$ cat src/verilog/lsu_macros.svh
// Load/store unit widths
// Data path, register name and data memory sizes shared by all blocks
`ifndef LSU_MACROS_SVH
`define LSU_MACROS_SVH

// Data word and byte address width
`define LSU_DATA_W 32

// Destination register name width
`define LSU_REG_W 6

// Data memory depth in words
`define LSU_MEM_WORDS 256

// Word address bits above the byte lanes
`define LSU_MEM_AW 8

`endif

$ cat src/verilog/lsu_cmd_pkg.sv
// Load/store command types
// Scheduler-side command, access size and commit tag
`default_nettype none

package lsu_cmd_pkg;

	typedef enum logic [3:0] {
		LD_BYTE   = 4'h0,
		LD_HALF   = 4'h1,
		LD_WORD   = 4'h2,
		ST_BYTE   = 4'h3,
		ST_HALF   = 4'h4,
		ST_WORD   = 4'h5,
		PUSH      = 4'h6,
		POP       = 4'h7,
		WRITE_SPR = 4'h8
	} ldst_cmd_t;

	typedef enum logic [1:0] {
		SIZE_BYTE = 2'h0,
		SIZE_HALF = 2'h1,
		SIZE_WORD = 2'h2
	} access_size_t;

	typedef logic [5:0] commit_tag_t;

	// Stack and SPR commands move whole words
	function automatic access_size_t cmd_size(input ldst_cmd_t cmd);
		case (cmd)
			LD_BYTE, ST_BYTE: return SIZE_BYTE;
			LD_HALF, ST_HALF: return SIZE_HALF;
			default: return SIZE_WORD;
		endcase
	endfunction

endpackage

`default_nettype wire

$ cat src/verilog/lsu_bus_pkg.sv
// Data bus types
// Access order on the memory bus and the requester index of the arbiter
`default_nettype none

package lsu_bus_pkg;

	// Same encoding as the data port order field
	typedef enum logic [1:0] {
		ORDER_BYTE = 2'b00,
		ORDER_HALF = 2'b01,
		ORDER_WORD = 2'b10,
		ORDER_NONE = 2'b11
	} mem_order_t;

	typedef logic port_index_t;

	localparam port_index_t PORT_0 = 1'b0;
	localparam port_index_t PORT_1 = 1'b1;

endpackage

`default_nettype wire

$ cat src/verilog/ldst_address_gen.sv
// Load/store address generation
// Turns one command into a bus access and the matching SPR update
`timescale 1ns/100ps
`default_nettype none
`include "lsu_macros.svh"

module ldst_address_gen
	import lsu_cmd_pkg::*;
	import lsu_bus_pkg::*;
(
	input wire ldst_cmd_t cmd,
	input wire [`LSU_DATA_W-1:0] source0,
	input wire [`LSU_DATA_W-1:0] source1,
	input wire [`LSU_DATA_W-1:0] spr,
	output logic rw,
	output logic [`LSU_DATA_W-1:0] addr,
	output logic [`LSU_DATA_W-1:0] store_data,
	output logic [`LSU_DATA_W-1:0] new_spr,
	output logic spr_write,
	output logic [3:0] mask,
	output mem_order_t order,
	output logic [1:0] lane_shift
);

	localparam logic [`LSU_DATA_W-1:0] WORD_BYTES = 4;

	access_size_t size;

	assign size = cmd_size(cmd);
	assign rw = cmd inside {ST_BYTE, ST_HALF, ST_WORD, PUSH};
	assign spr_write = cmd inside {PUSH, POP, WRITE_SPR};

	// Stack grows downward, PUSH pre-decrements and POP post-increments
	always_comb begin
		addr = source1;
		new_spr = spr;
		case (cmd)
			PUSH: begin
				addr = spr - WORD_BYTES;
				new_spr = spr - WORD_BYTES;
			end
			POP: begin
				addr = spr;
				new_spr = spr + WORD_BYTES;
			end
			WRITE_SPR: new_spr = source0;
			default: new_spr = spr;
		endcase
	end

	// Lane select; replicated store data already sits in every lane
	always_comb begin
		order = ORDER_WORD;
		lane_shift = 2'd0;
		mask = 4'b1111;
		store_data = source0;
		if (cmd == WRITE_SPR) begin
			order = ORDER_NONE;
			mask = 4'b0000;
		end else if (size == SIZE_BYTE) begin
			order = ORDER_BYTE;
			lane_shift = addr[1:0];
			mask = 4'b0001 << addr[1:0];
			store_data = {4{source0[7:0]}};
		end else if (size == SIZE_HALF) begin
			order = ORDER_HALF;
			lane_shift = {addr[1], 1'b0};
			mask = 4'b0011 << {addr[1], 1'b0};
			store_data = {2{source0[15:0]}};
		end
	end

endmodule

`default_nettype wire

$ cat src/verilog/ldst_port.sv
// Load/store execution port
// One command at a time, owns the SPR and reports completion with done
`timescale 1ns/100ps
`default_nettype none
`include "lsu_macros.svh"

module ldst_port
	import lsu_cmd_pkg::*;
	import lsu_bus_pkg::*;
(
	input wire iCLOCK,
	input wire inRESET,
	input wire issue_valid,
	input wire ldst_cmd_t cmd,
	input wire [`LSU_DATA_W-1:0] source0,
	input wire [`LSU_DATA_W-1:0] source1,
	input wire commit_tag_t commit_tag,
	input wire [`LSU_REG_W-1:0] dest_reg,
	input wire bus_busy,
	input wire bus_ack,
	input wire [`LSU_DATA_W-1:0] bus_rdata,
	output logic lock,
	output logic done,
	output commit_tag_t done_tag,
	output logic [`LSU_REG_W-1:0] done_reg,
	output logic writeback,
	output logic [`LSU_DATA_W-1:0] done_data,
	output logic [`LSU_DATA_W-1:0] spr,
	output logic bus_req,
	output logic bus_rw,
	output logic [`LSU_DATA_W-1:0] bus_addr,
	output logic [`LSU_DATA_W-1:0] bus_data,
	output logic [3:0] bus_mask,
	output mem_order_t bus_order
);

	typedef enum logic [2:0] {
		ST_IDLE    = 3'h0,
		ST_LDREQ   = 3'h1,
		ST_LDWAIT  = 3'h2,
		ST_STREQ   = 3'h3,
		ST_STWAIT  = 3'h4,
		ST_SPRWAIT = 3'h5
	} state_t;

	state_t b_state;
	logic b_spr_step;
	logic [`LSU_DATA_W-1:0] b_spr;

	logic gen_rw;
	logic [`LSU_DATA_W-1:0] gen_addr;
	logic [`LSU_DATA_W-1:0] gen_data;
	logic [`LSU_DATA_W-1:0] gen_new_spr;
	logic gen_spr_write;
	logic [3:0] gen_mask;
	mem_order_t gen_order;
	logic [1:0] gen_shift;

	logic [1:0] b_shift;
	logic [`LSU_DATA_W-1:0] load_shifted;
	logic issue_fire;

	ldst_address_gen u_address_gen (
		.cmd(cmd),
		.source0(source0),
		.source1(source1),
		.spr(b_spr),
		.rw(gen_rw),
		.addr(gen_addr),
		.store_data(gen_data),
		.new_spr(gen_new_spr),
		.spr_write(gen_spr_write),
		.mask(gen_mask),
		.order(gen_order),
		.lane_shift(gen_shift)
	);

	assign lock = (b_state != ST_IDLE) || bus_busy;
	assign issue_fire = issue_valid && !lock;

	always_ff @(posedge iCLOCK or negedge inRESET) begin
		if (!inRESET) begin
			b_state <= ST_IDLE;
			b_spr_step <= 1'b0;
		end else begin
			case (b_state)
				ST_IDLE: begin
					b_spr_step <= 1'b0;
					if (issue_fire) begin
						if (gen_order == ORDER_NONE) begin
							b_state <= ST_SPRWAIT;
						end else if (gen_rw) begin
							b_state <= ST_STREQ;
						end else begin
							b_state <= ST_LDREQ;
						end
					end
				end
				ST_LDREQ: if (!bus_busy) b_state <= ST_LDWAIT;
				ST_LDWAIT: if (bus_ack) b_state <= ST_IDLE;
				ST_STREQ: if (!bus_busy) b_state <= ST_STWAIT;
				ST_STWAIT: if (bus_ack) b_state <= ST_IDLE;
				// Two cycles so SPR writes finish like a bus access
				ST_SPRWAIT: begin
					b_spr_step <= 1'b1;
					if (b_spr_step) begin
						b_state <= ST_IDLE;
					end
				end
				default: b_state <= ST_IDLE;
			endcase
		end
	end

	// SPR takes its new value at issue
	always_ff @(posedge iCLOCK or negedge inRESET) begin
		if (!inRESET) begin
			b_spr <= '0;
		end else if (issue_fire && gen_spr_write) begin
			b_spr <= gen_new_spr;
		end
	end

	// Request and completion fields held for the whole command
	always_ff @(posedge iCLOCK) begin
		if (issue_fire) begin
			bus_rw <= gen_rw;
			bus_addr <= gen_addr;
			bus_data <= gen_data;
			bus_mask <= gen_mask;
			bus_order <= gen_order;
			b_shift <= gen_shift;
			done_tag <= commit_tag;
			done_reg <= dest_reg;
		end
	end

	assign bus_req = (b_state == ST_LDREQ) || (b_state == ST_STREQ);
	assign spr = b_spr;

	// Load lanes down to bit 0, then zero-extend by order
	assign load_shifted = bus_rdata >> {b_shift, 3'b000};

	always_comb begin
		case (bus_order)
			ORDER_BYTE: done_data = {{(`LSU_DATA_W-8){1'b0}}, load_shifted[7:0]};
			ORDER_HALF: done_data = {{(`LSU_DATA_W-16){1'b0}}, load_shifted[15:0]};
			default: done_data = load_shifted;
		endcase
	end

	assign done = (((b_state == ST_LDWAIT) || (b_state == ST_STWAIT)) && bus_ack)
		|| ((b_state == ST_SPRWAIT) && b_spr_step);
	assign writeback = (b_state == ST_LDWAIT);

endmodule

`default_nettype wire

$ cat config.mk
export PLATFORM = sky130hd
export DESIGN_NAME = ldst_port
export DESIGN_NICKNAME = d
export VERILOG_FILES = /design/src/verilog/lsu_cmd_pkg.sv /design/src/verilog/lsu_bus_pkg.sv /design/src/verilog/ldst_address_gen.sv /design/src/verilog/ldst_port.sv
export VERILOG_INCLUDE_DIRS = /design/src /design/src/verilog
export SDC_FILE = /design/constraint.sdc
export NUM_CORES = 1
export LEC_CHECK = 0
export BUFFER_PORTS_ARGS = -buffer_cell sky130_fd_sc_hd__buf_2
export CORE_ASPECT_RATIO = 0.6
export CORE_MARGIN = 4
export CORE_UTILIZATION = 48
export CTS_BUF_LIST = sky130_fd_sc_hd__clkbuf_2
export CTS_CLUSTER_SIZE = 30
export DETAILED_ROUTE_END_ITERATION = 12
export PLACE_DENSITY = 0.8
export SYNTH_ARGS = -nofsm -noshare
export SYNTH_HDL_FRONTEND = slang
export SYNTH_HIERARCHICAL = 1
export SYNTH_SLANG_ARGS = --single-unit
$ cat constraint.sdc
create_clock -name iCLOCK -period 7.6 [get_ports iCLOCK]
set_input_delay 0 -clock iCLOCK [delete_from_list [all_inputs] [get_ports iCLOCK]]
set_output_delay 0 -clock iCLOCK [all_outputs]
set_load 0.05 [all_outputs]
[After elaboration in Yosys (flattened, before gate mapping)]
Cells that the tools add are included.
Storage, ports and cells
  word-level logic and storage cells: 81
  bits in registers: 121
  output and inout bits: 151
  input bits: 117
Cells by class
  add/subtract/negate cells: 2
  equal/unequal tests: 20
  shift-type cells: 3
  reduce and logical (&&, ||, !) cells: 22
  mux-type cells: 23
Operators by type and width (count)
  32-bit one-hot mux with 2 select lines: 2
  32-bit 2-to-1 mux: 3
  32-bit one-hot mux with 3 select lines: 1
  32-bit by 3-bit adder with 32-bit output, second input constant: 1
  32-bit by 5-bit >> shifter with 32-bit output: 1
  32-bit by 3-bit subtractor with 32-bit output, second input constant: 1
  3-bit 2-to-1 mux: 6
  4-bit by 3-bit equality test with 1-bit output, second input constant: 4
  3-bit one-hot mux with 5 select lines: 1
  2-bit 2-to-1 mux: 6
  4-bit 2-to-1 mux: 2
  2-bit inequality test, second input constant: 4
  3-bit by 2-bit equality test with 1-bit output, second input constant: 2
  3-bit equality test, second input constant: 2
  3-bit nonzero test: 2
  2-bit OR reduction: 3
  5-bit AND reduction: 1
  2-bit by 1-bit equality test with 1-bit output, second input constant: 2
  4-bit by 1-bit equality test with 1-bit output, second input constant: 1
  4-bit by 2-bit equality test with 1-bit output, second input constant: 1
  4-bit equality test, second input constant: 1
  1-bit logical AND: 4
  2-bit zero test: 2
  4-bit zero test: 1
  other kinds (13): 16

[Depth between registers and ports, before layout]
  depth after elaboration: 11
  gate-level depth with buffers: 10
  depth with buffers taken out: 8

[Cells and area by module]
Netlist, hierarchy kept.
By module, submodules not included
  ldst_port: times used 1, area each 4782.1 um^2, cells an instance 285, seq. area each 3453.3 um^2
  ldst_address_gen: times used 1, area each 3259.4 um^2, cells an instance 565, seq. area each 0.0 um^2

[Worst setup path before layout]
Ideal clock, no wire load.
  path type: flip-flop to flip-flop
  from: reg b_state[2]
  to: reg b_shift[0], enable pin
  setup time: 0.636 ns
  clock period less this slack: 7.283 ns
  path slack: 0.317 ns
  arrival: 6.648 ns
  required time: 6.964 ns
  buffers on the path: 0
  cell stages (with the launch flop): 3
  cell sequence: dfrtp_1 > or3b_1 > nor3_1
Between the ends
  longest elaborated chain between the ends: 4
Ends and longest elaborated chain
  start, declared: RTL line ldst_port.sv:46  | state_t b_state;
  start signal, assigned: RTL line ldst_port.sv:83  | b_state <= ST_IDLE;
  start signal, assigned: RTL line ldst_port.sv:91  | b_state <= ST_SPRWAIT;
  start signal, assigned: RTL line ldst_port.sv:93  | b_state <= ST_STREQ;
  3-bit nonzero test: RTL line ldst_port.sv:78  | assign lock = (b_state != ST_IDLE) || bus_busy;
  1-bit logical OR: RTL line ldst_port.sv:78
  1-bit zero test: RTL line ldst_port.sv:79  | assign issue_fire = issue_valid && !lock;
  1-bit logical AND: RTL line ldst_port.sv:79
  via issue_fire: RTL line ldst_port.sv:61  | logic issue_fire;
  end signal, assigned: RTL line ldst_port.sv:132  | b_shift <= gen_shift;
  end, declared: RTL line ldst_port.sv:59  | logic [1:0] b_shift;
The timed path passes the listed nets, and every way through them passes these cells.
A chain may end at the register's enable or synchronous reset.

[Worst setup path after layout]
  from: in cmd[1]
  to: reg b_spr[0], in the netlist spr[0]
Between the ends
  longest elaborated chain between the ends: 4
  elaborated cells between the ends (all ways): 7
  classes of those cells: eq/ne (3); mux (1); reduce/logical (3)
Ends and longest elaborated chain
  start, declared: RTL line ldst_port.sv:14  | input wire ldst_cmd_t cmd,
  4-bit equality test / 4-bit by 3-bit equality test with 1-bit output (equally long branches): RTL line ldst_address_gen.sv:31  | assign spr_write = cmd inside {PUSH, POP, WRITE_SPR};
  3-bit nonzero test (no line) *
  via gen_spr_write: RTL line ldst_port.sv:54  | logic gen_spr_write;
  1-bit logical AND: RTL line ldst_port.sv:119  | end else if (issue_fire && gen_spr_write) begin
  2-bit AND reduction (no line) *
  end signal, assigned: RTL line ldst_port.sv:120  | b_spr <= gen_new_spr;
  end, declared: RTL line ldst_port.sv:48  | logic [`LSU_DATA_W-1:0] b_spr;
Mark *: on every way through the listed nets, which the timed path passes. The rest lies on a longest branch.

==> run metrics <==
number of flops mapped to enable cells by yosys 85; startpoint type of the worst setup path input pin; net switching share of the total power 0.527; count of final hold-check violations 0; post-route antenna net violation count 0; routed length on met3 3.55 mm; TNS Setup 0 ps; IO Port Bufs 267; sink count of the clock tree 121; cell row count 36; number of H-tree levels 4; number of buffers created by CTS 17; last weighted congestion value of the routability-driven placer 1.01; total I/O pin count 268; biggest cell delay along the critical path 720 ps; Initial DRT Pass Iterations 6; Final WS setup 4350 ps; top layer reached by signal wires met4; later-pin clock latency in the skew report 700 ps; WL final 29.9 mm; register area share after synthesis 0.429; Clk pwr share 0.133; power density cells 319 nW/um^2; wire length per cell after detailed routing 21.1 um; post-synthesis async set-or-reset flop share 0.298; portion of total power attributed to combinational logic 0.541; area of the die 19000 um^2; post-route minimum period 3250 ps; post-CTS setup repair buffer count 0; WL met1 13.1 mm; Reg power frac 0.326; worst slack after detailed placement 3960 ps; largest buffer count on any clock path 2; largest net degree at the start of global routing 75; grt ovf 0; cells along the critical path dlygate4sd3_1, buf_2, and3b_1, buf_4, nor2_1, inv_1, nand3_2, buf_4, mux2_2; area grow syn2layout 33.0%; total power 3.41 mW; IR drop worst, VDD 0.312 mV; Fmax achieved 307 MHz; Synth Area per Inst 9.46 um^2; number of DRC violations after detailed routing 0; yosys synthesis warning count 6; unrepaired setup endpoints after global routing false; first-pass GRT wire length 45.6 mm; worst slew margin relative to its limit 0.238; share of cells above drive strength 1 0.323; number of library cell types mapped by synthesis 78; clock transition at the registers of the reported paths 220 ps; clk_skew 33.3 ps; root buf cell sky130_fd_sc_hd__clkbuf_2; number of storage elements in the synthesis netlist 121; outcome complete, no violations; clock tree from TritonCTS yes; height of the die 108 um; net load switching power 1.80 mW; cts hold-fix bufs 107; cell repeated most along the worst path sky130_fd_sc_hd__buf_4; Final Max Slew Viols 0; combined global-route utilization of all metal layers 0.307; Least-Margin Pin Slew 1140 ps; worst-path maximum fanout 27; Int Power 1.61 mW; flip-flop cell with the highest count after synthesis sky130_fd_sc_hd__edfxtp_1; Period Utilization, post-route 0.428; endpoints failing setup 0; static power due to leakage 4.69 nW; die extent in x 175 um; total vias in the final route 8477; number of instances in the synthesized netlist 850; starting density of the core 0.493; number of gates resized after cts 0; length of routed met2 wiring 12.9 mm; DPL Wire Length 20.8 mm; data required time at the worst endpoint 8190 ps; net total in the final layout 1291; total non-filler cell area in the finished layout 10700 um^2; slowest stage cell on the critical path sky130_fd_sc_hd__nor2_1; Placed Area 9360 um^2; synthesized cell area 8040 um^2; worst hold-check path type in2reg; start-to-end type of the worst setup path in2reg; vias in the first global route 8072; type of element capturing the critical path register; antenna violations before repair 2; Crit path arrival time 3850 ps; Maximum Capacitance Violations 0; DRT iter0 DRCs 1119; Vias per Instance 6.00; core outline area 16300 um^2; count of filler cells inserted in the layout 1403; post-synthesis net count 969
## Yosys cell counts, types with 3 or more instances
library cell | n | area share
sky130_fd_sc_hd__nand3b_1 | 4 | 0.0037
sky130_fd_sc_hd__nor4b_1 | 3 | 0.0033
sky130_fd_sc_hd__buf_6 | 4 | 0.0056
sky130_fd_sc_hd__nor2b_1 | 11 | 0.0086
sky130_fd_sc_hd__o21ai_0 | 56 | 0.035
sky130_fd_sc_hd__nand3_1 | 20 | 0.012
sky130_fd_sc_hd__nand2b_1 | 3 | 0.0023
sky130_fd_sc_hd__a211oi_1 | 15 | 0.014
sky130_fd_sc_hd__edfxtp_1 | 85 | 0.32
sky130_fd_sc_hd__mux2_4 | 30 | 0.056
sky130_fd_sc_hd__nand2_1 | 119 | 0.056
sky130_fd_sc_hd__dfrtp_1 | 36 | 0.11
sky130_fd_sc_hd__buf_4 | 9 | 0.0084
sky130_fd_sc_hd__and3_1 | 5 | 0.0039
sky130_fd_sc_hd__mux2i_1 | 22 | 0.027
sky130_fd_sc_hd__o311ai_0 | 3 | 0.0033
sky130_fd_sc_hd__xor2_1 | 10 | 0.011
sky130_fd_sc_hd__nor2_1 | 48 | 0.022
sky130_fd_sc_hd__a31oi_1 | 6 | 0.0047
sky130_fd_sc_hd__o22ai_1 | 7 | 0.0054
sky130_fd_sc_hd__buf_1 | 6 | 0.0028
sky130_fd_sc_hd__o31a_1 | 4 | 0.0044
sky130_fd_sc_hd__or2_2 | 14 | 0.011
sky130_fd_sc_hd__nor4_1 | 18 | 0.014
sky130_fd_sc_hd__a21oi_1 | 37 | 0.023
sky130_fd_sc_hd__clkbuf_1 | 47 | 0.022
sky130_fd_sc_hd__a41o_1 | 3 | 0.0037
sky130_fd_sc_hd__nor3_1 | 31 | 0.019
sky130_fd_sc_hd__o211ai_1 | 8 | 0.0075
sky130_fd_sc_hd__xnor2_1 | 27 | 0.029
sky130_fd_sc_hd__and2_1 | 11 | 0.0086
sky130_fd_sc_hd__a221oi_1 | 3 | 0.0033
sky130_fd_sc_hd__mux2_2 | 13 | 0.018
sky130_fd_sc_hd__nand4_1 | 13 | 0.010
sky130_fd_sc_hd__inv_1 | 15 | 0.0070
sky130_fd_sc_hd__a22oi_1 | 18 | 0.017
sky130_fd_sc_hd__or4_1 | 7 | 0.0065
sky130_fd_sc_hd__buf_2 | 13 | 0.0081
sky130_fd_sc_hd__or3_1 | 16 | 0.012
## metrics by stage
step / util / instances / hold WS [ps]
2_1_floorplan: - / 850 / -296
3_3_place_gp: 0.574 / 1274 / 150
3_5_place_dp: 0.574 / 1274 / 159
4_1_cts: 0.656 / 1413 / 4.13
5_1_grt: 0.656 / 1414 / 51.5
6_report: 0.656 / 1414 / 61.4
## power groups by stage
| stage | registers [mW] | logic [mW] | clock network (mW) |
|---|---|---|---|
| after CTS | 1.10 | 1.81 | 0.456 |
| after detailed placement | 1.12 | 1.75 | 0 |
| after floorplan | 1.36 | 1.07 | 0 |
| after global placement | 1.11 | 1.74 | 0 |
| final | 1.11 | 1.84 | 0.452 |
| after global routing | 1.13 | 1.96 | 0.488 |
## critical path, delay by kind of cell
family / cells / cell delay, ps
muxes: 1 / 390
buffers and inverters: 5 / 2030
and+or+nand+nor: 3 / 1390
## layer usage
layer / vias up / global-route usage
met5: - / 0
met4: 0 / 0.0745
li1: 3782 / -
met2: 615 / 0.450
met3: 46 / 0.0839
met1: 4034 / 0.452
## cell type report
cell class              instances  area [um^2]  share of cell area
diodes                          1         2.50            0.000234
clock buffers                  17         85.1             0.00795
clock inverters                15          166              0.0156
inverters                      17         63.8             0.00596
multi-input cells             633         4160               0.389
flip-flops and latches        121         3450               0.323
well taps                     228          285              0.0267
repair buffers                382         2480               0.232
## worst paths after layout
check | depth (start not counted) | slack (ps) | end | start
hold reg to reg | 1 | 600 | spr[0]$_DFFE_PN0P_ | spr[0]$_DFFE_PN0P_
min in group asynchronous | 4 | 320 | spr[26]$_DFFE_PN0P_ | inRESET
setup / recovery | 9 | 4350 | spr[0]$_DFFE_PN0P_ | cmd[1]
max in group asynchronous | 4 | 7030 | spr[21]$_DFFE_PN0P_ | inRESET
setup reg to reg | 6 | 4380 | spr[28]$_DFFE_PN0P_ | spr[9]$_DFFE_PN0P_
hold / removal | 6 | 60 | b_state[1]$_DFFE_PN0P_ | cmd[2]
## cell families (layout without fill, tap and decap cells)
kind of cell	count (synthesis)	in the layout	share of synthesized area
simple gates	343	343	0.220
compound gates	186	186	0.151
flops	121	121	0.429
buf+inv	96	431	0.0548
mux	65	65	0.102
xor+xnor	37	37	0.0403
fa+ha+maj	2	2	0.00311
other cells	0	1	0
## cells in the final DEF (no fill, tap or decap), drive strengths merged, types with 21 or more instances in the layout
cell and count:
dlygate4sd3 106, nor3 32, a21oi 37, nand3 22
xnor2 27, nor2 48, edfxtp 85, o21ai 56
mux2i 22, mux2 43, inv 22, nand2 119
nor4 21, dfrtp 36, buf 276
Power figures use the tool's default switching activity.
