`config.mk`:
```
export PLATFORM = sky130hd
export DESIGN_NAME = data_bus_arbiter
export DESIGN_NICKNAME = d
export VERILOG_FILES = /design/src/verilog/lsu_bus_pkg.sv /design/src/verilog/data_bus_arbiter.sv
export VERILOG_INCLUDE_DIRS = /design/src /design/src/verilog
export SDC_FILE = /design/constraint.sdc
export NUM_CORES = 1
export LEC_CHECK = 0
export BUFFER_PORTS_ARGS = -buffer_cell sky130_fd_sc_hd__buf_4
export CORE_AREA = 3 3 106 108
export DETAILED_ROUTE_END_ITERATION = 12
export DIE_AREA = 0 0 109 111
export GPL_TIMING_DRIVEN = 0
export PLACE_DENSITY = 0.43
export SYNTH_ARGS = -nofsm -noshare
export SYNTH_HDL_FRONTEND = slang
export SYNTH_SLANG_ARGS = --single-unit
```
`constraint.sdc`:
```
create_clock -name iCLOCK -period 2 [get_ports iCLOCK]
set_input_delay 0.3 -clock iCLOCK [delete_from_list [all_inputs] [get_ports iCLOCK]]
set_output_delay 0.3 -clock iCLOCK [all_outputs]
set_load 0.005 [all_outputs]
```
`src/verilog/lsu_macros.svh`:
```
// Load/store unit widths
// Data path, register name and data memory sizes shared by all blocks
`ifndef LSU_MACROS_SVH
`define LSU_MACROS_SVH

// Data word and byte address width
`define LSU_DATA_W 32

// Destination register name width
`define LSU_REG_W 6

// Data memory depth in words
`define LSU_MEM_WORDS 256

// Word address bits above the byte lanes
`define LSU_MEM_AW 8

`endif

```
`src/verilog/lsu_bus_pkg.sv`:
```
// Data bus types
// Access order on the memory bus and the requester index of the arbiter
`default_nettype none

package lsu_bus_pkg;

	// Same encoding as the data port order field
	typedef enum logic [1:0] {
		ORDER_BYTE = 2'b00,
		ORDER_HALF = 2'b01,
		ORDER_WORD = 2'b10,
		ORDER_NONE = 2'b11
	} mem_order_t;

	typedef logic port_index_t;

	localparam port_index_t PORT_0 = 1'b0;
	localparam port_index_t PORT_1 = 1'b1;

endpackage

`default_nettype wire

```
`src/verilog/data_bus_arbiter.sv`:
```
// Data bus arbiter
// Round-robin sharing of the data memory between two load/store ports
`timescale 1ns/100ps
`default_nettype none
`include "lsu_macros.svh"

module data_bus_arbiter
	import lsu_bus_pkg::*;
(
	input wire iCLOCK,
	input wire inRESET,
	input wire req0,
	input wire req1,
	input wire rw0,
	input wire rw1,
	input wire [`LSU_DATA_W-1:0] addr0,
	input wire [`LSU_DATA_W-1:0] addr1,
	input wire [`LSU_DATA_W-1:0] data0,
	input wire [`LSU_DATA_W-1:0] data1,
	input wire [3:0] mask0,
	input wire [3:0] mask1,
	input wire mem_ack,
	input wire [`LSU_DATA_W-1:0] mem_rdata,
	output logic busy0,
	output logic busy1,
	output logic ack0,
	output logic ack1,
	output logic [`LSU_DATA_W-1:0] rdata,
	output logic mem_en,
	output logic mem_rw,
	output logic [`LSU_DATA_W-1:0] mem_addr,
	output logic [`LSU_DATA_W-1:0] mem_wdata,
	output logic [3:0] mem_mask
);

	port_index_t b_last;
	port_index_t b_owner;
	port_index_t pick;
	logic b_in_flight;
	logic both;

	assign both = req0 && req1;

	// On a tie the port not served last wins
	always_comb begin
		if (both) begin
			pick = ~b_last;
		end else if (req1) begin
			pick = PORT_1;
		end else begin
			pick = PORT_0;
		end
	end

	assign mem_en = !b_in_flight && (req0 || req1);
	assign mem_rw = (pick == PORT_1) ? rw1 : rw0;
	assign mem_addr = (pick == PORT_1) ? addr1 : addr0;
	assign mem_wdata = (pick == PORT_1) ? data1 : data0;
	assign mem_mask = (pick == PORT_1) ? mask1 : mask0;

	assign busy0 = b_in_flight || (both && (pick == PORT_1));
	assign busy1 = b_in_flight || (both && (pick == PORT_0));

	assign ack0 = mem_ack && (b_owner == PORT_0);
	assign ack1 = mem_ack && (b_owner == PORT_1);
	assign rdata = mem_rdata;

	always_ff @(posedge iCLOCK or negedge inRESET) begin
		if (!inRESET) begin
			b_last <= PORT_1;
			b_owner <= PORT_0;
			b_in_flight <= 1'b0;
		end else begin
			b_in_flight <= mem_en;
			if (mem_en) begin
				b_last <= pick;
				b_owner <= pick;
			end
		end
	end

endmodule

`default_nettype wire

```
Word-level counts from Yosys, hierarchy flattened
Index checks and enable logic that the tools add are counted.
{"block": "classes", "muxes": 6, "n_bitwise": 3, "n_reduce_logical": 10}
{"op": "$mux W32", "n": 2}
{"op": "$logic_and A1 B1 Y1", "n": 6}
{"op": "$mux W4", "n": 1}
{"op": "$logic_or A1 B1 Y1", "n": 3}
{"op": "$mux W1", "n": 3}
{"op": "$not A1 Y1", "n": 3}
{"op": "$logic_not A1 Y1", "n": 1}
{"block": "word_totals", "ff_bits": 3, "inputBits": 175, "word_cells": 22}

Depth between registers and ports, before layout
Gate-level depths: netlist of the first run.
{"block": "logic_depth", "ltp_word": 5, "depth_mapped": 3}

Worst setup path before layout of the first run
Ideal clock, no wire load.
{"block": "synth_timing", "kind": "reg-to-output", "startpoint": "register b_last", "endpoint": "output mem_addr[0]", "arrival_time_ns": 1.162, "path_slack_ns": 0.538, "path_stages_with_launch": 4, "n_path_buf": 1, "cell_sequence": "dfstp_2 a21boi_4 buf_4 mux2_2"}
{"block": "synth_via", "elab_chain_len": 3}
{"item": "from (decl)", "line_no": "data_bus_arbiter.sv:36", "text": "port_index_t b_last;"}
{"item": "from (signal assigned)", "line_no": "data_bus_arbiter.sv:76", "text": "b_last <= pick;"}
{"item": "$not A1 Y1", "line_no": "data_bus_arbiter.sv:47", "text": "pick = ~b_last;"}
{"item": "$mux W1", "line_no": "data_bus_arbiter.sv:46", "text": "if (both) begin"}
{"item": "$mux W32", "line_no": "data_bus_arbiter.sv:57", "text": "assign mem_addr = (pick == PORT_1) ? addr1 : addr0;"}
{"item": "to (decl)", "line_no": "data_bus_arbiter.sv:31", "text": "output logic [`LSU_DATA_W-1:0] mem_addr,"}
Every way passes these cells.

Worst setup path in the final report of the first run
{"block": "layout_timing", "startpoint": "register b_last", "endpoint": "output mem_wdata[5]"}
{"block": "layout_via", "elab_chain_len": 3}
{"item": "$not A1 Y1", "line_no": "data_bus_arbiter.sv:47"}
{"item": "$mux W1", "line_no": "data_bus_arbiter.sv:46"}
{"item": "$mux W32", "line_no": "data_bus_arbiter.sv:58", "text": "assign mem_wdata = (pick == PORT_1) ? data1 : data0;"}
{"item": "to (decl)", "line_no": "data_bus_arbiter.sv:32", "text": "output logic [`LSU_DATA_W-1:0] mem_wdata,"}
Every way passes these cells.

==> results of run 1 <==
[power groups by stage]
stage	registers [mW]	clock network [mW]	logic, mW
global placement	0.0958	0	0.965
CTS	0.0964	0.181	0.979
floorplan	0.0928	0	0.392
finish	0.0957	0.175	0.956
global route	0.0986	0.188	1.03
detailed placement	0.0967	0	0.965
[through the flow]
| stage | power (mW) | instances | area [um2] |
|---|---|---|---|
| 2_1_floorplan | 0.485 | 125 | 1250 |
| 3_3_place_gp | 1.06 | 509 | 3290 |
| 3_5_place_dp | 1.06 | 509 | 3290 |
| 4_1_cts | 1.26 | 516 | 3360 |
| 5_1_grt | 1.32 | 516 | 3360 |
| 6_report | 1.23 | 516 | 3360 |
[cell type report]
type | count | share of cell area
repair buffers | 251 | 0.562
clock buffers | 4 | 0.0134
multi-input cells | 82 | 0.258
flip-flops and latches | 3 | 0.0227
well taps | 136 | 0.0507
plain buffers | 39 | 0.0917
inverters | 1 | 0.00112
[flip-flops by register name, indices dropped and copies added (netlist names)]
name and count:
b_in_flight 1, b_last 1, b_owner 1
[per-layer routing]
layer | part of all wire | vias to the layer above | wire length (um) | global-route usage
met5 | 0.0017 | - | 12 | 0
met4 | 0.0045 | 2 | 31 | 0.0135
met3 | 0.11 | 4 | 794 | 0.0250
met2 | 0.57 | 122 | 3960 | 0.201
met1 | 0.31 | 808 | 2130 | 0.0948
li1 | - | 922 | - | -
[cell usage in the layout, fill, tap and decap left out, types with 2 or more instances in the layout]
master,n
clkbuf_8,3
buf_6,4
nor2_1,2
dfrtp_1,2
buf_4,285
mux2_1,6
nand2_1,2
mux2_2,63
[synth_stat cells, drive strengths merged]
| cell type | count | share of area |
|---|---|---|
| nand2b | 1 | 0.0050 |
| nand3 | 1 | 0.0040 |
| nand2 | 2 | 0.0060 |
| nor2 | 2 | 0.0060 |
| mux2 | 69 | 0.62 |
| buf | 39 | 0.25 |
| inv | 1 | 0.0030 |
| a21boi | 1 | 0.015 |
| and2 | 1 | 0.0050 |
| nand3b | 1 | 0.0060 |
| a22o | 1 | 0.0070 |
| dfrtp | 2 | 0.040 |
| a21o | 1 | 0.0060 |
| nor2b | 1 | 0.0050 |
| nor3b | 1 | 0.0060 |
| dfstp | 1 | 0.021 |
[path summary, 6_finish.rpt]
check                       startpoint           end  slack (ns)  cells past startpoint
setup / recovery                b_last  mem_wdata[5]        0.08                      5
hold / removal                 inRESET   b_in_flight        0.41                      2
setup reg to reg                b_last       b_owner        0.80                      3
hold reg to reg            b_in_flight   b_in_flight        0.49                      1
max in group asynchronous      inRESET        b_last        1.40                      2
min in group iCLOCK               req1   b_in_flight        0.41                      3
[logic make-up after synthesis]
family	count (synthesis)
and+or+nand+nor	10
buffers and inverters	40
DFF	3
AOI/OAI and AO/OA	3
muxes	69
[what timing repair did]
item / 4_1_cts / 5_1_grt
setup buffers: 2 / 0
gates resized for setup: 0 / 0
endpoints found under the hold margin: 2 / 0
hold buffers: 1 / 0
setup endpoints to repair: 29 / 1
pin swaps: 1 / 1
==> flow_summary.json, run 1 <==
{
  "synth_seq_cells": 3,
  "post-route-drc-count": 0,
  "grt_max_degree": 11,
  "cts_tree": "built",
  "cts_made_buffers": 3,
  "end_kind": "primary output",
  "fp.dieH_um": 111,
  "hp-class": "in2async",
  "synth-xor-area-share": 0,
  "gp_congestion": 0.775,
  "syn-mean-instance-area_um2": 10.0,
  "cpPeakStageDelay_ns": 0.57,
  "antenna_found_initial": 1,
  "rsz0062_at_grt": "false",
  "die_x_um": 109,
  "placementRows": 37,
  "required_ns": 1.70,
  "synthAdderAreaFrac": 0,
  "crit_chain": "a21boi_4 -> buf_4 -> buf_6 -> mux2_1 -> buf_4",
  "p_sw_uw": 345,
  "swShare": 0.281,
  "vias": 1858,
  "netlist_area_um2": 1250,
  "path_buf_inv": 3,
  "drt_iter0_drc": 14,
  "grt-ovfl-total": 0,
  "n_antenna_cell": 0,
  "status": "finished, final reports clean",
  "comb_power_share": 0.779,
  "p_seq_frac": 0.078,
  "htreeDepth": 1,
  "port_buffers": 248,
  "setup_ws_ns": 0.0806,
  "tns_ns": 0,
  "core_area_um2": 10300,
  "worstMarginPinSlew_ns": 0.173,
  "setup_viol": 0,
  "root_buffer": "clkbuf_8",
  "worstSetupStartpointType": "flop",
  "fin_skew_ns": 0.000436,
  "yosys.area_share.simple": 0.0429,
  "drt_wl_total_mm": 6.93,
  "synth-compound-area-share": 0.0279,
  "max_freq_ghz": 0.521,
  "slew_viol_final": 0,
  "ioPinCount": 281,
  "synth_top_family_by_area": "multiplexers",
  "clockBufferDepth": 2,
  "cp.arrival_ns": 1.62,
  "cell_internal_pwr_uw": 883,
  "p_per_area_nw_per_um2": 366,
  "fill_cells": 1075,
  "yosysSeqAreaShare": 0.0609,
  "post-place-ws_ns": 0.106,
  "hold_slack_ns": 0.407,
  "synth_cell_types": 18,
  "max_cap_violations": 0,
  "syn_nets": 300,
  "clk_pin_slew_ns": 0.03,
  "drive_gt1_frac": 0.939,
  "postRouteAntennaNets": 0,
  "relSlewSlack": 0.884,
  "seqCellArea_um2": 76.3,
  "die_area_um2": 12100,
  "crit_path_frequent_cell": "buf_4",
  "synth_cells": 125,
  "fin_nets": 556,
  "clk_latency_ns": 0.21,
  "multi_input_area_um2": 866,
  "firstDrtPassIters": 3,
  "synth_warnings": 0,
  "p_leak_nw": 1.77,
  "post-route-min-period_ns": 1.92,
  "grt_pass1_vias": 1810,
  "fin_crit_sh": 0.960,
  "grt_pass1_wl_mm": 9.43,
  "worstSetupPathType": "reg2out",
  "wl_per_cell_um": 13.4,
  "grt_util_all_layers": 0.0975,
  "hold_viol_final": 0,
  "initial_utilization": 0.121,
  "p_clk_frac": 0.143,
  "vdd_drop_max_mv": 0.263,
  "cp_slowest_cell": "dfstp_2",
  "synthMuxAreaShare": 0.620,
  "path_delay_family": "flip-flops",
  "cts_sinks": 3,
  "fin_util": 0.325,
  "path_max_fanout": 10,
  "viasPerCell": 3.60,
  "area_growth_pct": 168,
  "dp_hpwl_mm": 6.33
}
No activity file was read; power rests on OpenSTA's default activity.
==> inputs of run 2 (changes only) <==
BUFFER_PORTS_ARGS = -buffer_cell sky130_fd_sc_hd__buf_2   (was -buffer_cell sky130_fd_sc_hd__buf_4)
==> run 2 against run 1 <==
Global-route usage decreased by 0.98 points; worst setup slack improved by 0.025 ns; sequential share of layout area grew 0.52 points; die area is the same; sequential power up 0.4%; critical path type unchanged; largest power group unchanged.
==> flow_summary.json, run 2 (synthesis gave the netlist of run 1 again) <==
{
  "required_ns": 1.70,
  "max_cap_violations": 0,
  "worstSetupPathType": "reg2out",
  "area_growth_pct": 118,
  "rsz0062_at_grt": "true",
  "htreeDepth": 1,
  "cts_sinks": 3,
  "drt_wl_total_mm": 6.15,
  "comb_power_share": 0.737,
  "fp.dieH_um": 111,
  "grt_pass1_wl_mm": 8.76,
  "antenna_found_initial": 1,
  "setup_viol": 0,
  "max_freq_ghz": 0.528,
  "cp.arrival_ns": 1.59,
  "final_common_cell": "buf_2",
  "grt_max_degree": 11,
  "drt_iter0_drc": 26,
  "slew_viol_final": 0,
  "status": "finished, final reports clean",
  "cpPeakStageDelay_ns": 0.38,
  "dp_hpwl_mm": 5.69,
  "hp-class": "in2async",
  "reg2reg_to": "b_owner",
  "clk_pin_slew_ns": 0.03,
  "gp_congestion": 0.718,
  "ioPinCount": 281,
  "reg2reg_depth": 3,
  "die_x_um": 109,
  "p_sw_uw": 329,
  "r2r-start": "b_last",
  "worstSetupStartpointType": "flop",
  "swShare": 0.320,
  "viasPerCell": 3.60,
  "die_area_um2": 12100,
  "largest_registers": "b_in_flight (1), b_last (1), b_owner (1)",
  "root_buffer": "clkbuf_8",
  "vdd_drop_max_mv": 0.292,
  "p_leak_nw": 1.56,
  "p_clk_frac": 0.170,
  "vias": 1856,
  "grt_util_all_layers": 0.0878,
  "fin_crit_sh": 0.947,
  "n_antenna_cell": 0,
  "hold_viol_final": 0,
  "reg2reg_slack_ns": 0.80,
  "core_area_um2": 10300,
  "layout_common_cells": "buf_2, mux2_2, buf_4, mux2_1, buf_6",
  "wl_per_cell_um": 11.9,
  "drive_gt1_frac": 0.939,
  "initial_utilization": 0.121,
  "grt-ovfl-total": 0,
  "cts_resized": 0,
  "cp_slowest_cell": "dfstp_2",
  "totalPowerFinal_mw": 1.03,
  "cts_made_buffers": 3,
  "port_buffers": 248,
  "setup_ws_ns": 0.106,
  "fin_nets": 556,
  "p_seq_frac": 0.093,
  "grt_pass1_vias": 1852,
  "worstMarginPinSlew_ns": 0.196,
  "p_per_area_nw_per_um2": 376,
  "post-route-min-period_ns": 1.89,
  "postRouteAntennaNets": 0,
  "post-route-drc-count": 0,
  "cts_tree": "built",
  "firstDrtPassIters": 3,
  "hold_slack_ns": 0.404,
  "tns_ns": 0,
  "placementRows": 37,
  "relSlewSlack": 0.869,
  "end_kind": "primary output",
  "path_max_fanout": 10,
  "post-place-ws_ns": 0.0997,
  "cell_internal_pwr_uw": 700,
  "clk_latency_ns": 0.21,
  "clockBufferDepth": 2,
  "crit_chain": "a21boi_4 -> buf_4 -> buf_6 -> mux2_2 -> buf_2",
  "fin_skew_ns": 0.00195
}
## run 2: worst max path at each step
stage                 from           end  slack (ns)
floorplan           b_last   mem_addr[0]        0.54
global placement      req0   mem_addr[2]        0.11
detailed placement    req1   mem_addr[2]         0.1
CTS                 b_last  mem_addr[20]        0.05
global route        b_last  mem_addr[22]      -0.002
finish              b_last  mem_addr[20]        0.11
## run 2: power by group through the flow
stage	Sequential (mW)	Clock, mW	Combinational, mW
global placement	0.0962	0	0.759
global route	0.101	0.185	0.837
CTS	0.0974	0.179	0.776
detailed placement	0.0976	0	0.763
finish	0.0961	0.175	0.758
floorplan	0.0928	0	0.392
## run 2: metal layers
metal | share of wire | GRT usage | routed length (um) | vias to the layer above
li1 | - | - | - | 921
met1 | 0.35 | 0.0948 | 2150 | 805
met2 | 0.53 | 0.177 | 3290 | 124
met3 | 0.11 | 0.0157 | 681 | 4
met4 | 0.0021 | 0.00758 | 13 | 2
met5 | 0.0021 | 0 | 13 | -
## run 2: timing repair
item,4_1_cts,5_1_grt
hold endpoints to repair,2,0
pin swaps,1,1
hold buffers,1,0
setup endpoints to repair,28,8
setup buffers,2,0
## run 2: worst max-delay path: cells and delay by family (launching register included)
family | cells | cell delay, ns
muxes | 1 | 0.35
buffers and inverters | 3 | 0.43
DFF | 1 | 0.38
AOI/OAI and AO/OA | 1 | 0.20
## run 2: metrics by stage
stage,instance area [um2],util,instances
6_report,2740,0.265,516
2_1_floorplan,1250,-,125
5_1_grt,2740,0.265,516
3_5_place_dp,2670,0.258,509
3_3_place_gp,2670,0.258,509
4_1_cts,2740,0.265,516
## run 2: layout make-up
| class | instances | area [um2] |
|---|---|---|
| flip-flops and latches | 3 | 76.3 |
| fillers | 1151 | 7590 |
| multi-input cells | 82 | 866 |
| inverters | 1 | 3.75 |
| plain buffers | 39 | 308 |
| well taps | 136 | 170 |
| clock buffers | 4 | 45.0 |
| repair buffers | 251 | 1270 |
==> inputs of run 3 (changes only) <==
ABC_CLOCK_PERIOD_IN_PS = 2400   (was unset)
clock period = 2.4 ns   (was 2 ns; I/O delays follow)
==> run 3 against run 2 <==
Worst hold slack improved by 0.062 ns; die area unchanged; final area decreased by 0.55%; via count decreased by 0.59%; critical path type unchanged; largest cell class unchanged.
==> flow_summary.json, run 3 (synthesis gave the netlist of run 1 again) <==
{
  "status": "finished, final reports clean",
  "p_per_area_nw_per_um2": 312,
  "rsz0062_at_grt": "false",
  "slew_viol_final": 0,
  "cp_slowest_cell": "dfstp_2",
  "path_max_fanout": 10,
  "antenna_found_initial": 1,
  "vias": 1845,
  "die_x_um": 109,
  "cpPeakStageDelay_ns": 0.38,
  "port_buffers": 248,
  "path_delay_family": "buffers and inverters",
  "ioPinCount": 281,
  "viasPerCell": 3.59,
  "cts_tree": "built",
  "worstSetupStartpointType": "flop",
  "hp-class": "in2async",
  "htreeDepth": 1,
  "placementRows": 37,
  "clk_pin_slew_ns": 0.03,
  "final_common_cell": "buf_2",
  "seqCellArea_um2": 76.3,
  "gp_congestion": 0.718,
  "hold_slack_ns": 0.466,
  "grt_pass1_vias": 1842,
  "worstSetupPathType": "reg2out",
  "hold_viol_final": 0,
  "multi_input_area_um2": 866,
  "crit_chain": "a21boi_4 -> buf_4 -> mux2_1 -> buf_2",
  "root_buffer": "clkbuf_8",
  "firstDrtPassIters": 2,
  "initial_utilization": 0.121,
  "post-route-drc-count": 0,
  "end_kind": "primary output",
  "cts_made_buffers": 3,
  "fin_nets": 554,
  "fp.dieH_um": 111,
  "wl_per_cell_um": 12.0,
  "fin_crit_sh": 0.850,
  "fin_util": 0.263,
  "cts_sinks": 3,
  "layout_common_cells": "buf_2, mux2_2, buf_4, mux2_1, buf_6",
  "required_ns": 2.04,
  "fill_cells": 1152,
  "path_buf_inv": 2,
  "grt_util_all_layers": 0.0879,
  "totalPowerFinal_uw": 850,
  "core_area_um2": 10300,
  "cp.arrival_ns": 1.68,
  "p_leak_nw": 1.55,
  "drive_gt1_frac": 0.939,
  "post-route-min-period_ns": 2.04,
  "grt_pass1_wl_mm": 8.74,
  "grt-ovfl-total": 0,
  "dp_hpwl_mm": 5.69,
  "largest_registers": "b_in_flight (1), b_last (1), b_owner (1)",
  "drt_iter0_drc": 27,
  "n_antenna_cell": 0,
  "clk_latency_ns": 0.21,
  "relSlewSlack": 0.774,
  "die_area_um2": 12100,
  "max_cap_violations": 0,
  "max_freq_ghz": 0.490,
  "grt_max_degree": 11,
  "area_growth_pct": 117,
  "fin_skew_ns": 0.00156,
  "postRouteAntennaNets": 0,
  "setup_viol": 0,
  "worstMarginPinSlew_ns": 0.339,
  "drt_wl_total_mm": 6.15,
  "tns_ns": 0,
  "vdd_drop_max_mv": 0.240,
  "clockBufferDepth": 2
}
-- run 3: repair_timing --
item | CTS | global route
hold buffers | 1 | 0
gates resized for setup | 0 | 0
setup buffers | 0 | 0
endpoints found under the hold margin | 2 | 0
-- run 3: metal layers --
layer / up-vias / GRT usage / wire length, um
li1: 917 / - / -
met1: 804 / 0.0959 / 2170
met2: 120 / 0.177 / 3290
met3: 2 / 0.0151 / 675
met4: 2 / 0.00758 / 4
met5: - / 0 / 13
-- run 3: worst register-to-register path, cell delays in order (launching register included) --
cell,delay [ns]
dfstp_2,0.57
a21boi_4,0.12
buf_4,0.20
a22o_1,0.24
-- run 3: where the power goes --
part	internal, mW	switching (mW)	total [mW]
Clock	0.113	0.0313	0.144
Combinational	0.398	0.227	0.625
Sequential	0.0663	0.0138	0.0801
-- run 3: final timing paths --
path,from,to,slack [ns],cells after the start
setup / recovery,b_last,mem_addr[2],0.36,4
hold / removal,inRESET,b_owner,0.47,2
setup reg to reg,b_last,b_owner,1.16,3
hold reg to reg,b_in_flight,b_in_flight,0.49,1
max in group asynchronous,inRESET,b_last,1.74,2
min in group iCLOCK,req1,b_in_flight,0.48,3
-- run 3: through the flow --
step	cell area, um2	setup WS (ns)	instances
2_1_floorplan	1250	0.870	125
3_3_place_gp	2670	0.387	509
3_5_place_dp	2670	0.380	509
4_1_cts	2720	0.294	514
5_1_grt	2720	0.223	514
6_report	2720	0.360	514
-- run 3: cell type report --
type | instances | share of cell area
sequential | 3 | 0.0281
inverter | 1 | 0.00138
buffer | 39 | 0.113
tap | 136 | 0.0626
clock buffer | 4 | 0.0166
multi-input combinational | 82 | 0.318
timing repair buffer | 249 | 0.460
